==> src/common/attn_consts.svh <==
`ifndef ATTN_CONSTS_SVH
`define ATTN_CONSTS_SVH

// matrix side, also the number of multiplier lanes per unit
`define ATTN_DIM 8

// in_valid stays high this many cycles per job
`define ATTN_LOAD_CYCLES 192

// weight stream windows inside the load phase
// wq arrives in the cycles before ATTN_WK_FIRST
`define ATTN_WK_FIRST 64
`define ATTN_WV_FIRST 128

// scaling of the clipped q.k dot product
`define ATTN_SCORE_DIV 3

// operand register plus result register
`define ATTN_PIPE_DEPTH 2

`endif
==> src/common/attn_pkg.sv <==
package attn_pkg;

    // element widths
    typedef logic signed [7:0]  elem_t;
    typedef logic signed [18:0] proj_t;
    typedef logic signed [36:0] score_t;
    typedef logic signed [55:0] out_t;

    // row in [5:3], column in [2:0]
    typedef logic [5:0] idx_t;
    typedef logic [3:0] seq_len_t;

    typedef enum logic [2:0] {
        ph_idle,
        ph_load,
        ph_proj_q,
        ph_proj_k,
        ph_proj_v,
        ph_score,
        ph_context,
        ph_drain
    } phase_t;

    // per-cycle command from the sequencer
    typedef struct packed {
        phase_t phase;
        idx_t   idx;
        logic   active;
    } step_t;

    typedef struct packed {
        elem_t [63:0] x;
        elem_t [63:0] wq;
        elem_t [63:0] wk;
        elem_t [63:0] wv;
    } in_mats_t;

    typedef struct packed {
        proj_t [63:0] q;
        proj_t [63:0] k;
        proj_t [63:0] v;
    } proj_mats_t;

endpackage

==> src/logic/attn_sequencer.sv <==
`include "attn_consts.svh"

module attn_sequencer import attn_pkg::*; (
    input  logic     clk,
    input  logic     rst_n,
    input  logic     in_valid,
    input  seq_len_t seq_len,
    output step_t    step
);

    phase_t     phase;
    phase_t     next_phase;
    idx_t       idx;
    logic [7:0] load_cnt;
    logic [1:0] drain_cnt;
    logic       gap;
    logic [2:0] last_row;
    logic [2:0] last_col;
    logic       col_last;
    logic       phase_done;
    logic       compute;

    // T of 1 or 4 is kept, anything else runs the full matrix
    always_comb begin
        case (seq_len)
            4'd1:    last_row = 3'd0;
            4'd4:    last_row = 3'd3;
            default: last_row = 3'(`ATTN_DIM - 1);
        endcase
    end

    // score walks a T x T square, the other phases T rows of 8
    assign last_col   = (phase == ph_score) ? last_row : 3'(`ATTN_DIM - 1);
    assign col_last   = (idx[2:0] == last_col);
    assign phase_done = col_last && (idx[5:3] == last_row);
    assign compute    = phase inside {ph_proj_q, ph_proj_k, ph_proj_v, ph_score, ph_context};

    always_comb begin
        case (phase)
            ph_load:   next_phase = ph_proj_q;
            ph_proj_q: next_phase = ph_proj_k;
            ph_proj_k: next_phase = ph_proj_v;
            ph_proj_v: next_phase = ph_score;
            ph_score:  next_phase = ph_context;
            default:   next_phase = ph_drain;
        endcase
    end

    // ##################################################################
    // phase FSM
    // ##################################################################
    always_ff @(posedge clk or negedge rst_n) begin
        if (!rst_n) begin
            phase     <= ph_idle;
            idx       <= '0;
            load_cnt  <= '0;
            drain_cnt <= '0;
            gap       <= 1'b0;
        end else begin
            case (phase)
                ph_idle: begin
                    load_cnt <= '0;
                    if (in_valid) begin
                        phase <= ph_load;
                    end
                end
                ph_load: begin
                    load_cnt <= load_cnt + 8'd1;
                    if (load_cnt == 8'(`ATTN_LOAD_CYCLES - 1)) begin
                        phase <= next_phase;
                        idx   <= '0;
                        gap   <= 1'b1;
                    end
                end
                ph_drain: begin
                    drain_cnt <= drain_cnt + 2'd1;
                    if (drain_cnt == 2'(`ATTN_PIPE_DEPTH - 1)) begin
                        phase <= ph_idle;
                    end
                end
                default: begin
                    // one bubble lets the last result of the previous phase land
                    if (gap) begin
                        gap <= 1'b0;
                    end else if (phase_done) begin
                        phase     <= next_phase;
                        idx       <= '0;
                        drain_cnt <= '0;
                        gap       <= 1'b1;
                    end else if (col_last) begin
                        idx <= {idx[5:3] + 3'd1, 3'd0};
                    end else begin
                        idx <= idx + 6'd1;
                    end
                end
            endcase
        end
    end

    always_comb begin
        step.phase  = phase;
        step.idx    = idx;
        step.active = compute && !gap;
    end

endmodule

==> config.mk <==
export PLATFORM = sky130hd
export DESIGN_NAME = attn_sequencer
export DESIGN_NICKNAME = d
export VERILOG_FILES = /design/src/common/attn_pkg.sv /design/src/logic/attn_sequencer.sv
export VERILOG_INCLUDE_DIRS = /design/src /design/src/common
export SDC_FILE = /design/constraint.sdc
export NUM_CORES = 1
export LEC_CHECK = 0
export BUFFER_PORTS_ARGS = -buffer_cell sky130_fd_sc_hd__buf_2
export CORE_MARGIN = 1
export CORE_UTILIZATION = 25
export CTS_CLUSTER_SIZE = 28
export DETAILED_ROUTE_END_ITERATION = 12
export GPL_TIMING_DRIVEN = 0
export PLACE_DENSITY = 0.45
export SLEW_MARGIN = 20
export SYNTH_ARGS = -nofsm -noshare
export SYNTH_HDL_FRONTEND = slang
export SYNTH_SLANG_ARGS = --single-unit
==> constraint.sdc <==
create_clock -name clk -period 5.3 [get_ports clk]
set_input_delay 0.53 -clock clk [delete_from_list [all_inputs] [get_ports clk]]
set_output_delay 0.53 -clock clk [all_outputs]
set_load 0.01 [all_outputs]
# Yosys cells after proc, flatten, opt, wreduce, memory -nomap -nowiden
# Cells that the tools add are included.
[word_totals] reg_bits=20 inputBits=7 elab_cells=66
[classes] add_sub_neg=4 n_eq_ne=19 mux=22 bitwise_logic=2 reduce_logical=14
[ops] op="$mux W6" n=4
[ops] op="$mux W3" n=6
[ops] op="$pmux W8 S2" n=1
[ops] op="$pmux W3 S5" n=1
[ops] op="$eq A3 B3 Y1 const B" n=4
[ops] op="$pmux W6 S2" n=1
[ops] op="$pmux W3 S3" n=1
[ops] op="$add A8 B1 Y8 const B" n=1
[ops] op="$eq A8 B8 Y1 const B" n=1
[ops] op="$add A6 B1 Y6 const B" n=1
[ops] op="$eq A3 B2 Y1 const B" n=2
[ops] op="$eq A3 B3 Y1" n=2
[ops] op="$ne A2 B2 Y1 const B" n=3
[ops] op="$pmux W3 S2" n=1
[ops] op="$reduce_and A3 Y1" n=2
[ops] op="$reduce_and A5 Y1" n=1
[ops] op="$reduce_bool A5 Y1" n=1
[ops] op="$eq A4 B1 Y1 const B" n=1
[ops] op="$eq A4 B3 Y1 const B" n=1
[ops] op="$mux W2" n=2
[ops] op="$ne A2 B1 Y1 const B" n=2
[ops] op="$ne A4 B1 Y1 const B" n=1
[ops] op="$pmux W2 S2" n=1
[ops] op="$reduce_bool A2 Y1" n=2
[ops] op="13 further kinds" n=18

# Longest topological paths before layout
# Gate-level depths: netlist of run 1.
[depth] word_depth=8 ltp_mapped=9 ltp_nobuf=8

# Worst setup path after synthesis of run 1
# OpenSTA, ideal clock, no wires.
[synth_timing] path_kind="reg-to-reg" start="reg phase[1]" end="reg phase[0]" arrival_time_ps=2189 required_ps=5172 slack_ps=2984 path_stages_with_launch=10 n_path_buf=1 path_cell_list="dfrtp_1 -> inv_1 -> ha_1 -> buf_2 -> nand4bb_2 -> o2111a_1 -> a211oi_4 -> nor3_4 -> o21ai_2 -> mux2_1"
[synth_between] elab_chain_cells=6
[synth_lines] item="start, declared" line="attn_sequencer.sv:11" source="phase_t phase;"
[synth_lines] item="start signal, assigned" line="attn_sequencer.sv:54" source="phase <= ph_idle;"
[synth_lines] item="start signal, assigned" line="attn_sequencer.sv:64" source="phase <= ph_load;"
[synth_lines] item="start signal, assigned" line="attn_sequencer.sv:70" source="phase <= next_phase;"
[synth_lines] item="$eq A3 B3 Y1" line="attn_sequencer.sv:33, attn_sequencer.sv:39"
[synth_lines] item="$mux W3" line="attn_sequencer.sv:33" source="assign last_col = (phase == ph_score) ? last_row : 3'(`ATTN_DIM - 1);"
[synth_lines] item="$eq A3 B3 Y1" line="attn_sequencer.sv:34" source="assign col_last = (idx[2:0] == last_col);"
[synth_lines] item="$logic_and A1 B1 Y1" line="attn_sequencer.sv:35" source="assign phase_done = col_last && (idx[5:3] == last_row);"
[synth_lines] item="$reduce_bool A4 Y1 (no source line)"
[synth_lines] item="$reduce_and A5 Y1 (no source line)"
# Parallel ways exist; a longest one is shown, timed or not. The select of a mux whose other input is x is not followed.
# A chain may end at the register's enable or synchronous reset.

# Final worst setup path of run 1
# Same ends and word-level chain as after synthesis.

==> flow_summary.ini, run 1 <==
[status]
status = complete, no violations

[die]
core-area_um2 = 5170
io_pins = 17
fp.dieH_um = 75.5
die_w_um = 75.5
rows = 26
initial_core_util_pct = 26.1
die_area_um2 = 5700

[cells_and_area]
insertedDiodeCount = 0
drive_gt1_share_pct = 19.5
multi_input_area_um2 = 808
instances_no_fill = 234
ff_latch_area_um2 = 500
num-fill-cells = 548
area_growth_syn_to_layout_pct = 16.5
final_util_pct = 30.4
layout_commonest_cell = dfrtp_1
final_cell_mix = 20 x dfrtp_1, 17 x buf_2, 16 x nor2_1
nNetsFinal = 180

[power_and_ir_drop]
p_leak_nw = 0.686
ir_drop_mv = 0.143
power.density_nw_per_um2 = 535
total_power_w = 0.000842

[global_routing]
overflow = 0
grt_pass1_wl_um = 5310
antenna_found_initial = 0
grt_pass1_vias = 1118
grt_max_degree = 21
track_usage_pct = 12.4

[yosys]
synth_warnings = 0
synth_top_area_share_pct = 37.0
syn_area_um2 = 1350
synth_nets = 159
synth-seq-cells = 20
synth-seq-area-share_pct = 37.0
yosysTopAreaCell = dfrtp_1
synth_edf_count = 0
syn_inst = 144
postSynthAreaPerCell_um2 = 9.38
ys_top_cells_by_area = dfrtp_1 37%, ha_1 7.4%, nor2_1 4.4%
synth-async-reset-ratio_pct = 100
ys.flop_type = dfrtp_1
synth_cell_types = 47

[sta]
tightest_slew_ns = 0.605
fmax_mhz = 390
hold_viol = 0
maxSlewViolCount = 0
finalCriticalPeriod_ns = 2.56
fin_skew_ns = 0.0116
setup_viol = 0
min_period_over_period_pct = 48.4
slew_headroom_pct = 59.7
holdWs_ns = 0.214
rsz0062_at_grt = no
totalNegativeSetupSlack_ns = 0

[critical_path]
worst-setup-path-type = reg -> reg
cp-startpoint = phase[1]
rr_startpoint = phase[1]
critPathMaxFanout = 10
critical_path_arrival_ns = 2.71
startpoint_type = flip-flop
required_ns = 5.45
end_kind = flip-flop

[min_path]
min_path_type = in -> async

[drt]
vias = 1165
postRouteAntennaNets = 0
drc_errors = 0
routed_wl_um = 3140
routedWlPerCell_um = 13.4
avgViaCountPerCell = 4.98
firstDrtPassIters = 4
detailedRoute.firstIterationViolations = 47

[place]
placed_cells = 230
place_congestion = 0.753
dpl.hpwl_um = 2330
portBuffers = 16

[job]
maxCapViolCount = 0

[clock_tree]
cts_tree = yes
h-tree-depth = 1
clock_latency_ns = 0.26
path_clk_slew_ns = 0.09
cts_resized = 0
hold_buffers = 0
clockBufferDepth = 2
cts_setup_buffers = 0
numCtsBuffers = 3
clockRootBuffer = clkbuf_8
cts_sinks = 20
## kinds of logic (layout without fill, tap and decap cells)
family	after synthesis	after routing	share of synthesized area [%]
AND/OR/NAND/NOR	64	64	26.0
AO/OA/AOI/OAI	36	36	21.1
flip-flops	20	20	37.0
buffers and inverters	9	29	3.15
adder cells (fa/ha/maj)	8	8	7.41
multiplexers	5	5	3.98
XOR/XNOR	2	2	1.30
## area by class of cell
| class | count | area share [%] |
|---|---|---|
| Clock buffer | 4 | 3.50 |
| Inverter | 5 | 1.19 |
| Timing Repair Buffer | 16 | 5.09 |
| Tap cell | 70 | 5.56 |
| Buffer | 4 | 1.51 |
| Multi-Input combinational cell | 115 | 51.4 |
| Sequential cell | 20 | 31.8 |
## worst paths after layout
kind                       slack, ns            to  depth (start not counted)
setup / recovery                2.74      phase[0]                          9
hold / removal                  0.21  drain_cnt[0]                          1
setup reg to reg                2.74      phase[0]                          9
hold reg to reg                 0.50   load_cnt[7]                          1
max in group asynchronous       4.75   load_cnt[3]                          1
min in group clk                0.50   load_cnt[7]                          1
## routing by layer
layer / vias up / global-route usage, % / part of all wire, %
li1: 570 / - / -
met1: 570 / 15.6 / 48
met2: 21 / 21.3 / 47
met3: 4 / 1.59 / 2.6
met4: 0 / 5.56 / 1.7
met5: - / 0 / 0
## registers in the layout (all words and copies together) (netlist names)
register	flops
phase	3
gap	1
load_cnt	8
drain_cnt	2
idx	6
## worst max-delay path, cell delays in order (launching register included)
cell,delay (ns)
dfrtp_1,0.43
inv_1,0.09
ha_1,0.14
buf_2,0.22
nand4bb_2,0.24
o2111a_1,0.33
a211oi_4,0.38
nor3_4,0.08
o21ai_2,0.20
mux2_1,0.35
## synth_stat cells (2+ instances only)
cell type,count
nand2_1,13
nor2b_1,3
mux2i_1,2
ha_1,8
o22ai_1,3
nand2b_1,2
a21o_1,2
o21a_1,2
dfrtp_1,20
mux2_1,2
nand3_1,11
nor2_1,16
o2bb2ai_1,3
xor2_1,2
clkbuf_1,2
a21oi_1,3
nor3_1,3
nand4_1,3
and3_1,2
o21ai_0,9
inv_1,5
a22o_1,3
## report_power, final
part	leakage, nW	switching, W	total, W	internal, W
Sequential	0.260	0.0000741	0.000279	0.000204
Clock	0.0288	0.0000538	0.000120	0.0000662
Combinational	0.397	0.000250	0.000443	0.000193
## metrics by stage
| step | instance area (µm²) | setup WS, ns |
|---|---|---|
| floorplan | 1350 | 2.98 |
| global placement | 1520 | 2.81 |
| detailed placement | 1520 | 2.76 |
| CTS | 1570 | 2.73 |
| global route | 1570 | 2.55 |
| finish | 1570 | 2.74 |
Note: power is estimated with default switching activity, not from simulation.
==> run 2: changes to the inputs <==
- clock period: 5.3 -> 2.4 ns (I/O delays scaled with it)
==> run 2 against run 1 <==
Against the previous run:
- global-route usage is 0.25 points higher
- cell area is 4.5% higher
- critical path depth is 2 lower
- sequential share of layout area is 1.4 points lower
- register-to-register slack worse by 2.6 ns
- via count is 2.2% higher
==> flow_summary.ini, run 2 (synthesis results as in run 1) <==
[global_routing]
overflow = 0
grt_max_degree = 21
antenna_found_initial = 0
track_usage_pct = 12.7
grt_pass1_vias = 1164
grt_pass1_wl_um = 5440

[drt]
vias = 1191
postRouteAntennaNets = 0
routed_wl_um = 3190
detailedRoute.firstIterationViolations = 49
avgViaCountPerCell = 4.98
drc_errors = 0
firstDrtPassIters = 4
routedWlPerCell_um = 13.3

[cells_and_area]
drive_gt1_share_pct = 21.3
final_cell_mix = 20 x dfrtp_1, 16 x nor2_1, 16 x buf_2
insertedDiodeCount = 0
instances_no_fill = 239
largest_register_ffs = 8
top_regs = load_cnt (8), idx (6), phase (3)
num-fill-cells = 545
fin_area_um2 = 1640
nNetsFinal = 185
layout_commonest_cell = dfrtp_1
area_growth_syn_to_layout_pct = 21.7
regMostFlops = load_cnt

[die]
rows = 26
io_pins = 17
core-area_um2 = 5170
die_area_um2 = 5700
initial_core_util_pct = 26.1
fp.dieH_um = 75.5
die_w_um = 75.5

[place]
placed_area_um2 = 1520
portBuffers = 16
dpl.hpwl_um = 2330
placed_cells = 230
place_congestion = 0.753

[sta]
min_period_over_period_pct = 95.4
maxSlewViolCount = 0
fin_skew_ns = 0.0115
fmax_mhz = 437
hold_viol = 0
tightest_slew_ns = 0.626
finalCriticalPeriod_ns = 2.29
setup_viol = 0
holdWs_ns = 0.467
slew_headroom_pct = 58.3
rsz0062_at_grt = no

[critical_path]
required_ns = 2.56
critical_path_buf_inv_count = 1
critPathTopFamily = simple AND/OR/NAND/NOR gates
critical_path_arrival_ns = 2.45
critPathMaxFanout = 7
end_kind = flip-flop
worst-setup-path-type = reg -> reg
critPathSlowestCell = or4_4
startpoint_type = flip-flop
cp_slowest_stage_delay_ns = 0.57
cp_cell_sequence = or4_4 > o22ai_4 > a211oi_4 > buf_4 > nor4b_1 > o22ai_1 > a21o_1

[clock_tree]
cts_tree = yes
clockBufferDepth = 2
clockRootBuffer = clkbuf_8
numCtsBuffers = 3
clock_latency_ns = 0.26
cts_sinks = 20
h-tree-depth = 1
path_clk_slew_ns = 0.08

[power_and_ir_drop]
total_power_w = 0.00192
ir_drop_mv = 0.317
power.density_nw_per_um2 = 1160
p_leak_nw = 0.716

[status]
status = complete, no violations

[min_path]
min_path_type = in -> async

[job]
maxCapViolCount = 0
## run 2: cell count changes in the layout (fill, tap and decap cells not counted), sizes merged
cell / delta
buf: +4
dlygate4sd3: +1
## run 2: area by class of cell
class | count | area, µm² | share of cell area, %
clock buffer | 4 | 55.1 | 3.35
inverter | 5 | 18.8 | 1.14
tap | 70 | 87.6 | 5.33
sequential | 20 | 500 | 30.4
multi-input combinational | 115 | 828 | 50.4
timing repair buffer | 21 | 124 | 7.53
buffer | 4 | 30.0 | 1.83
## run 2: per-stage QoR
stage	TNS [ns]	setup WS (ns)	utilization, %
floorplan	0	0.0835	-
global placement	-0.175	-0.0876	29.4
detailed placement	-0.285	-0.141	29.4
CTS	0	0.0273	31.5
global route	0	0.00257	31.8
finish	0	0.109	31.8
## run 2: path summary, 6_finish.rpt
check / startpoint / end / slack, ns / cells after the start
setup / recovery: idx[0] / drain_cnt[0] / 0.11 / 7
hold / removal: rst_n / drain_cnt[0] / 0.47 / 2
setup reg to reg: idx[0] / drain_cnt[0] / 0.11 / 7
hold reg to reg: drain_cnt[1] / drain_cnt[1] / 0.50 / 1
max in group asynchronous: rst_n / idx[0] / 1.59 / 2
min in group clk: in_valid / phase[2] / 0.47 / 5
## run 2: where the power goes
part           leakage, nW  internal [W]  switching, W
Clock               0.0288      0.000146      0.000118
Sequential           0.260      0.000451      0.000161
Combinational        0.427      0.000465      0.000574
## run 2: what timing repair did
action                                  CTS  global route
endpoints found under the setup margin    4             8
hold buffers                              1             0
pin swaps                                 2             4
endpoints found under the hold margin    20             0
setup buffers                             3             1
gates resized for setup                   3             2
## run 2: routing by layer
layer | wire (µm) | GRT usage, % | part of all wire (%) | vias to the layer above
li1 | - | - | - | 579
met1 | 1480 | 15.6 | 46 | 586
met2 | 1590 | 22.1 | 50 | 24
met3 | 78 | 1.59 | 2.4 | 2
met4 | 40 | 5.56 | 1.3 | 0
met5 | 0 | 0 | 0 | -
## run 2: worst reg2reg max path, stage by stage, from the launching register on
cell,delay (ns)
dfrtp_1,0.48
or4_4,0.57
o22ai_4,0.18
a211oi_4,0.11
buf_4,0.15
nor4b_1,0.30
o22ai_1,0.20
a21o_1,0.20
==> run 3: changes to the inputs <==
- ABC_AREA: unset -> 1
==> run 3 against run 2 <==
Against the previous run:
- maximum frequency grew 24%
- hold slack lost 0.0019 ns
- non-clock buffer count shrank 6
- area after synthesis grew 8.7%
- register-to-register slack gained 0.46 ns
- critical path type is now reg -> out
- critical endpoint is now step[0]
- highest routed layer unchanged
==> flow_summary.ini, run 3 <==
[sta]
slew_headroom_pct = 68.7
tightest_slew_ns = 0.470
min_period_over_period_pct = 77.2
totalNegativeSetupSlack_ns = 0
maxSlewViolCount = 0
fin_skew_ns = 0.000887
rsz0062_at_grt = no
holdWs_ns = 0.465
setup_viol = 0
hold_viol = 0
finalCriticalPeriod_ns = 1.85
fmax_mhz = 540

[place]
place_congestion = 0.736
portBuffers = 16
dpl.hpwl_um = 2390

[critical_path]
critPathSlowestCell = dfrtp_1
critPathMaxFanout = 5
cp_slowest_stage_delay_ns = 0.42
required_ns = 2.16
path_common_cell = inv_1
critical_path_arrival_ns = 1.61
reg2reg_setup_slack_ns = 0.57
cp_cell_sequence = inv_1 > ha_1 > nand2_2 > nand3_1 > o21ai_0 > inv_1 > buf_2
end_kind = output pin
worst-setup-path-type = reg -> out
startpoint_type = flip-flop

[die]
io_pins = 17
initial_core_util_pct = 26.4
rows = 27
core-area_um2 = 5570
die_area_um2 = 6190
die_w_um = 78.7
fp.dieH_um = 78.7

[yosys]
yosysTopAreaCell = dfrtp_1
synth_mux_area_share_pct = 0.681
postSynthAreaPerCell_um2 = 7.42
synth-adder-area-share_pct = 6.81
synth_nets = 213
synth_warnings = 0
synth_edf_count = 0
syn_inst = 198
ys_top_cells_by_area = dfrtp_1 34%, nand2_1 13%, inv_1 7.9%
synth-simple-area-share_pct = 34.2
synth_commonest_cells = 52 x nand2_1, 31 x inv_1, 20 x dfrtp_1, 16 x nor2_1, 14 x o21ai_0
synth_cell_types = 31
synth-seq-cells = 20
synthXorXnorAreaFrac_pct = 1.79
synth_top_area_share_pct = 34.1
synth-compound-area-share_pct = 11.8
synth-seq-area-share_pct = 34.1
synth.most_common_cell = nand2_1
synth_top_family_by_area = simple AND/OR/NAND/NOR gates
ys.flop_type = dfrtp_1
synth-async-reset-ratio_pct = 100
syn_area_um2 = 1470

[drt]
routed_wl_um = 3090
postRouteAntennaNets = 0
avgViaCountPerCell = 4.37
drc_errors = 0
routedWlPerCell_um = 10.7
detailedRoute.firstIterationViolations = 20
firstDrtPassIters = 4
vias = 1266

[cells_and_area]
largest_register_ffs = 8
layout_commonest_cell = nand2_1
drive_gt1_share_pct = 20.2
regMostFlops = load_cnt
area_growth_syn_to_layout_pct = 15.1
final_util_pct = 30.3
nNetsFinal = 235
final_cell_mix = 52 x nand2_1, 31 x inv_1, 20 x dfrtp_1
top_regs = load_cnt (8), idx (6), phase (3)
insertedDiodeCount = 0

[clock_tree]
numCtsBuffers = 3
cts_tree = yes
h-tree-depth = 1
clock_latency_ns = 0.26
clockBufferDepth = 2
clockRootBuffer = clkbuf_8
cts_setup_buffers = 0
cts_sinks = 20
path_clk_slew_ns = 0.08

[job]
maxCapViolCount = 0

[global_routing]
grt_max_degree = 21
grt_pass1_wl_um = 5630
track_usage_pct = 11.5
antenna_found_initial = 0
overflow = 0
grt_pass1_vias = 1267

[power_and_ir_drop]
p_leak_nw = 0.928
power.density_nw_per_um2 = 1160
ir_drop_mv = 0.459

[status]
status = complete, no violations

[min_path]
min_path_type = in -> async
==> run 3: cell types whose count changed in the layout (fill, tap and decap cells not counted), moves of 4 or more <==
cell,change
nand2_2,+6
o21ai_0,+5
nand2_1,+39
inv_1,+26
nand3_2,+4
==> run 3: repair_timing <==
action	4_1_cts	5_1_grt
endpoints found under the hold margin	20	0
hold buffers	1	0
resized for setup	0	0
==> run 3: report_power, final <==
group	switching, W	leakage (nW)	internal [W]	total [W]
Clock	0.000121	0.0216	0.000112	0.000233
Sequential	0.000117	0.260	0.000452	0.000569
Combinational	0.000729	0.646	0.000433	0.00116
==> run 3: cells by family after synthesis <==
| logic type | count (synthesis) |
|---|---|
| AOI/OAI and AO/OA | 27 |
| xor gates and xnor gates | 3 |
| adders and majority gates | 8 |
| buffers and inverters | 37 |
| DFF | 20 |
| muxes | 1 |
| and+or+nand+nor | 102 |
==> run 3: cell type report <==
class / count / area, µm²
well taps: 72 / 90.1
multi-input cells: 141 / 811
flip-flops and latches: 20 / 500
repair buffers: 17 / 90.1
fillers: 618 / 3880
inverters: 35 / 135
plain buffers: 2 / 22.5
clock buffers: 3 / 41.3
==> run 3: through the flow <==
stage	power [W]	instance area, µm²	instances	worst slack [ns]
2_1_floorplan	0.00144	1470	198	0.762
3_3_place_gp	0.00174	1640	286	0.569
3_5_place_dp	0.00175	1640	286	0.552
4_1_cts	0.00199	1690	290	0.537
5_1_grt	0.00220	1690	290	0.363
6_report	0.00196	1690	290	0.547
==> run 3: layer usage <==
| layer | track usage, % | routed length (µm) | share of wire, % |
|---|---|---|---|
| met1 | 15.2 | 1600 | 52 |
| met2 | 19.0 | 1330 | 43 |
| met3 | 3.14 | 148 | 4.8 |
| met4 | 1.67 | 16 | 0.52 |
| met5 | 0 | 0 | 0 |
==> run 3: worst paths after layout <==
path                             start           to  cells after the start
min in group clk           load_cnt[4]  load_cnt[4]                      1
hold / removal                   rst_n     phase[1]                      2
hold reg to reg            load_cnt[4]  load_cnt[4]                      1
max in group asynchronous        rst_n  load_cnt[0]                      2
setup / recovery              phase[1]      step[0]                      7
setup reg to reg              phase[1]       idx[3]                     11
==> run 3: worst max-delay path: cells and delay by family (launching register included) <==
family                   cells  cell delay (ns)
AO/OA/AOI/OAI                1             0.20
adder cells (fa/ha/maj)      1             0.23
AND/OR/NAND/NOR              2             0.22
buffers and inverters        3             0.28
flip-flops                   1             0.42
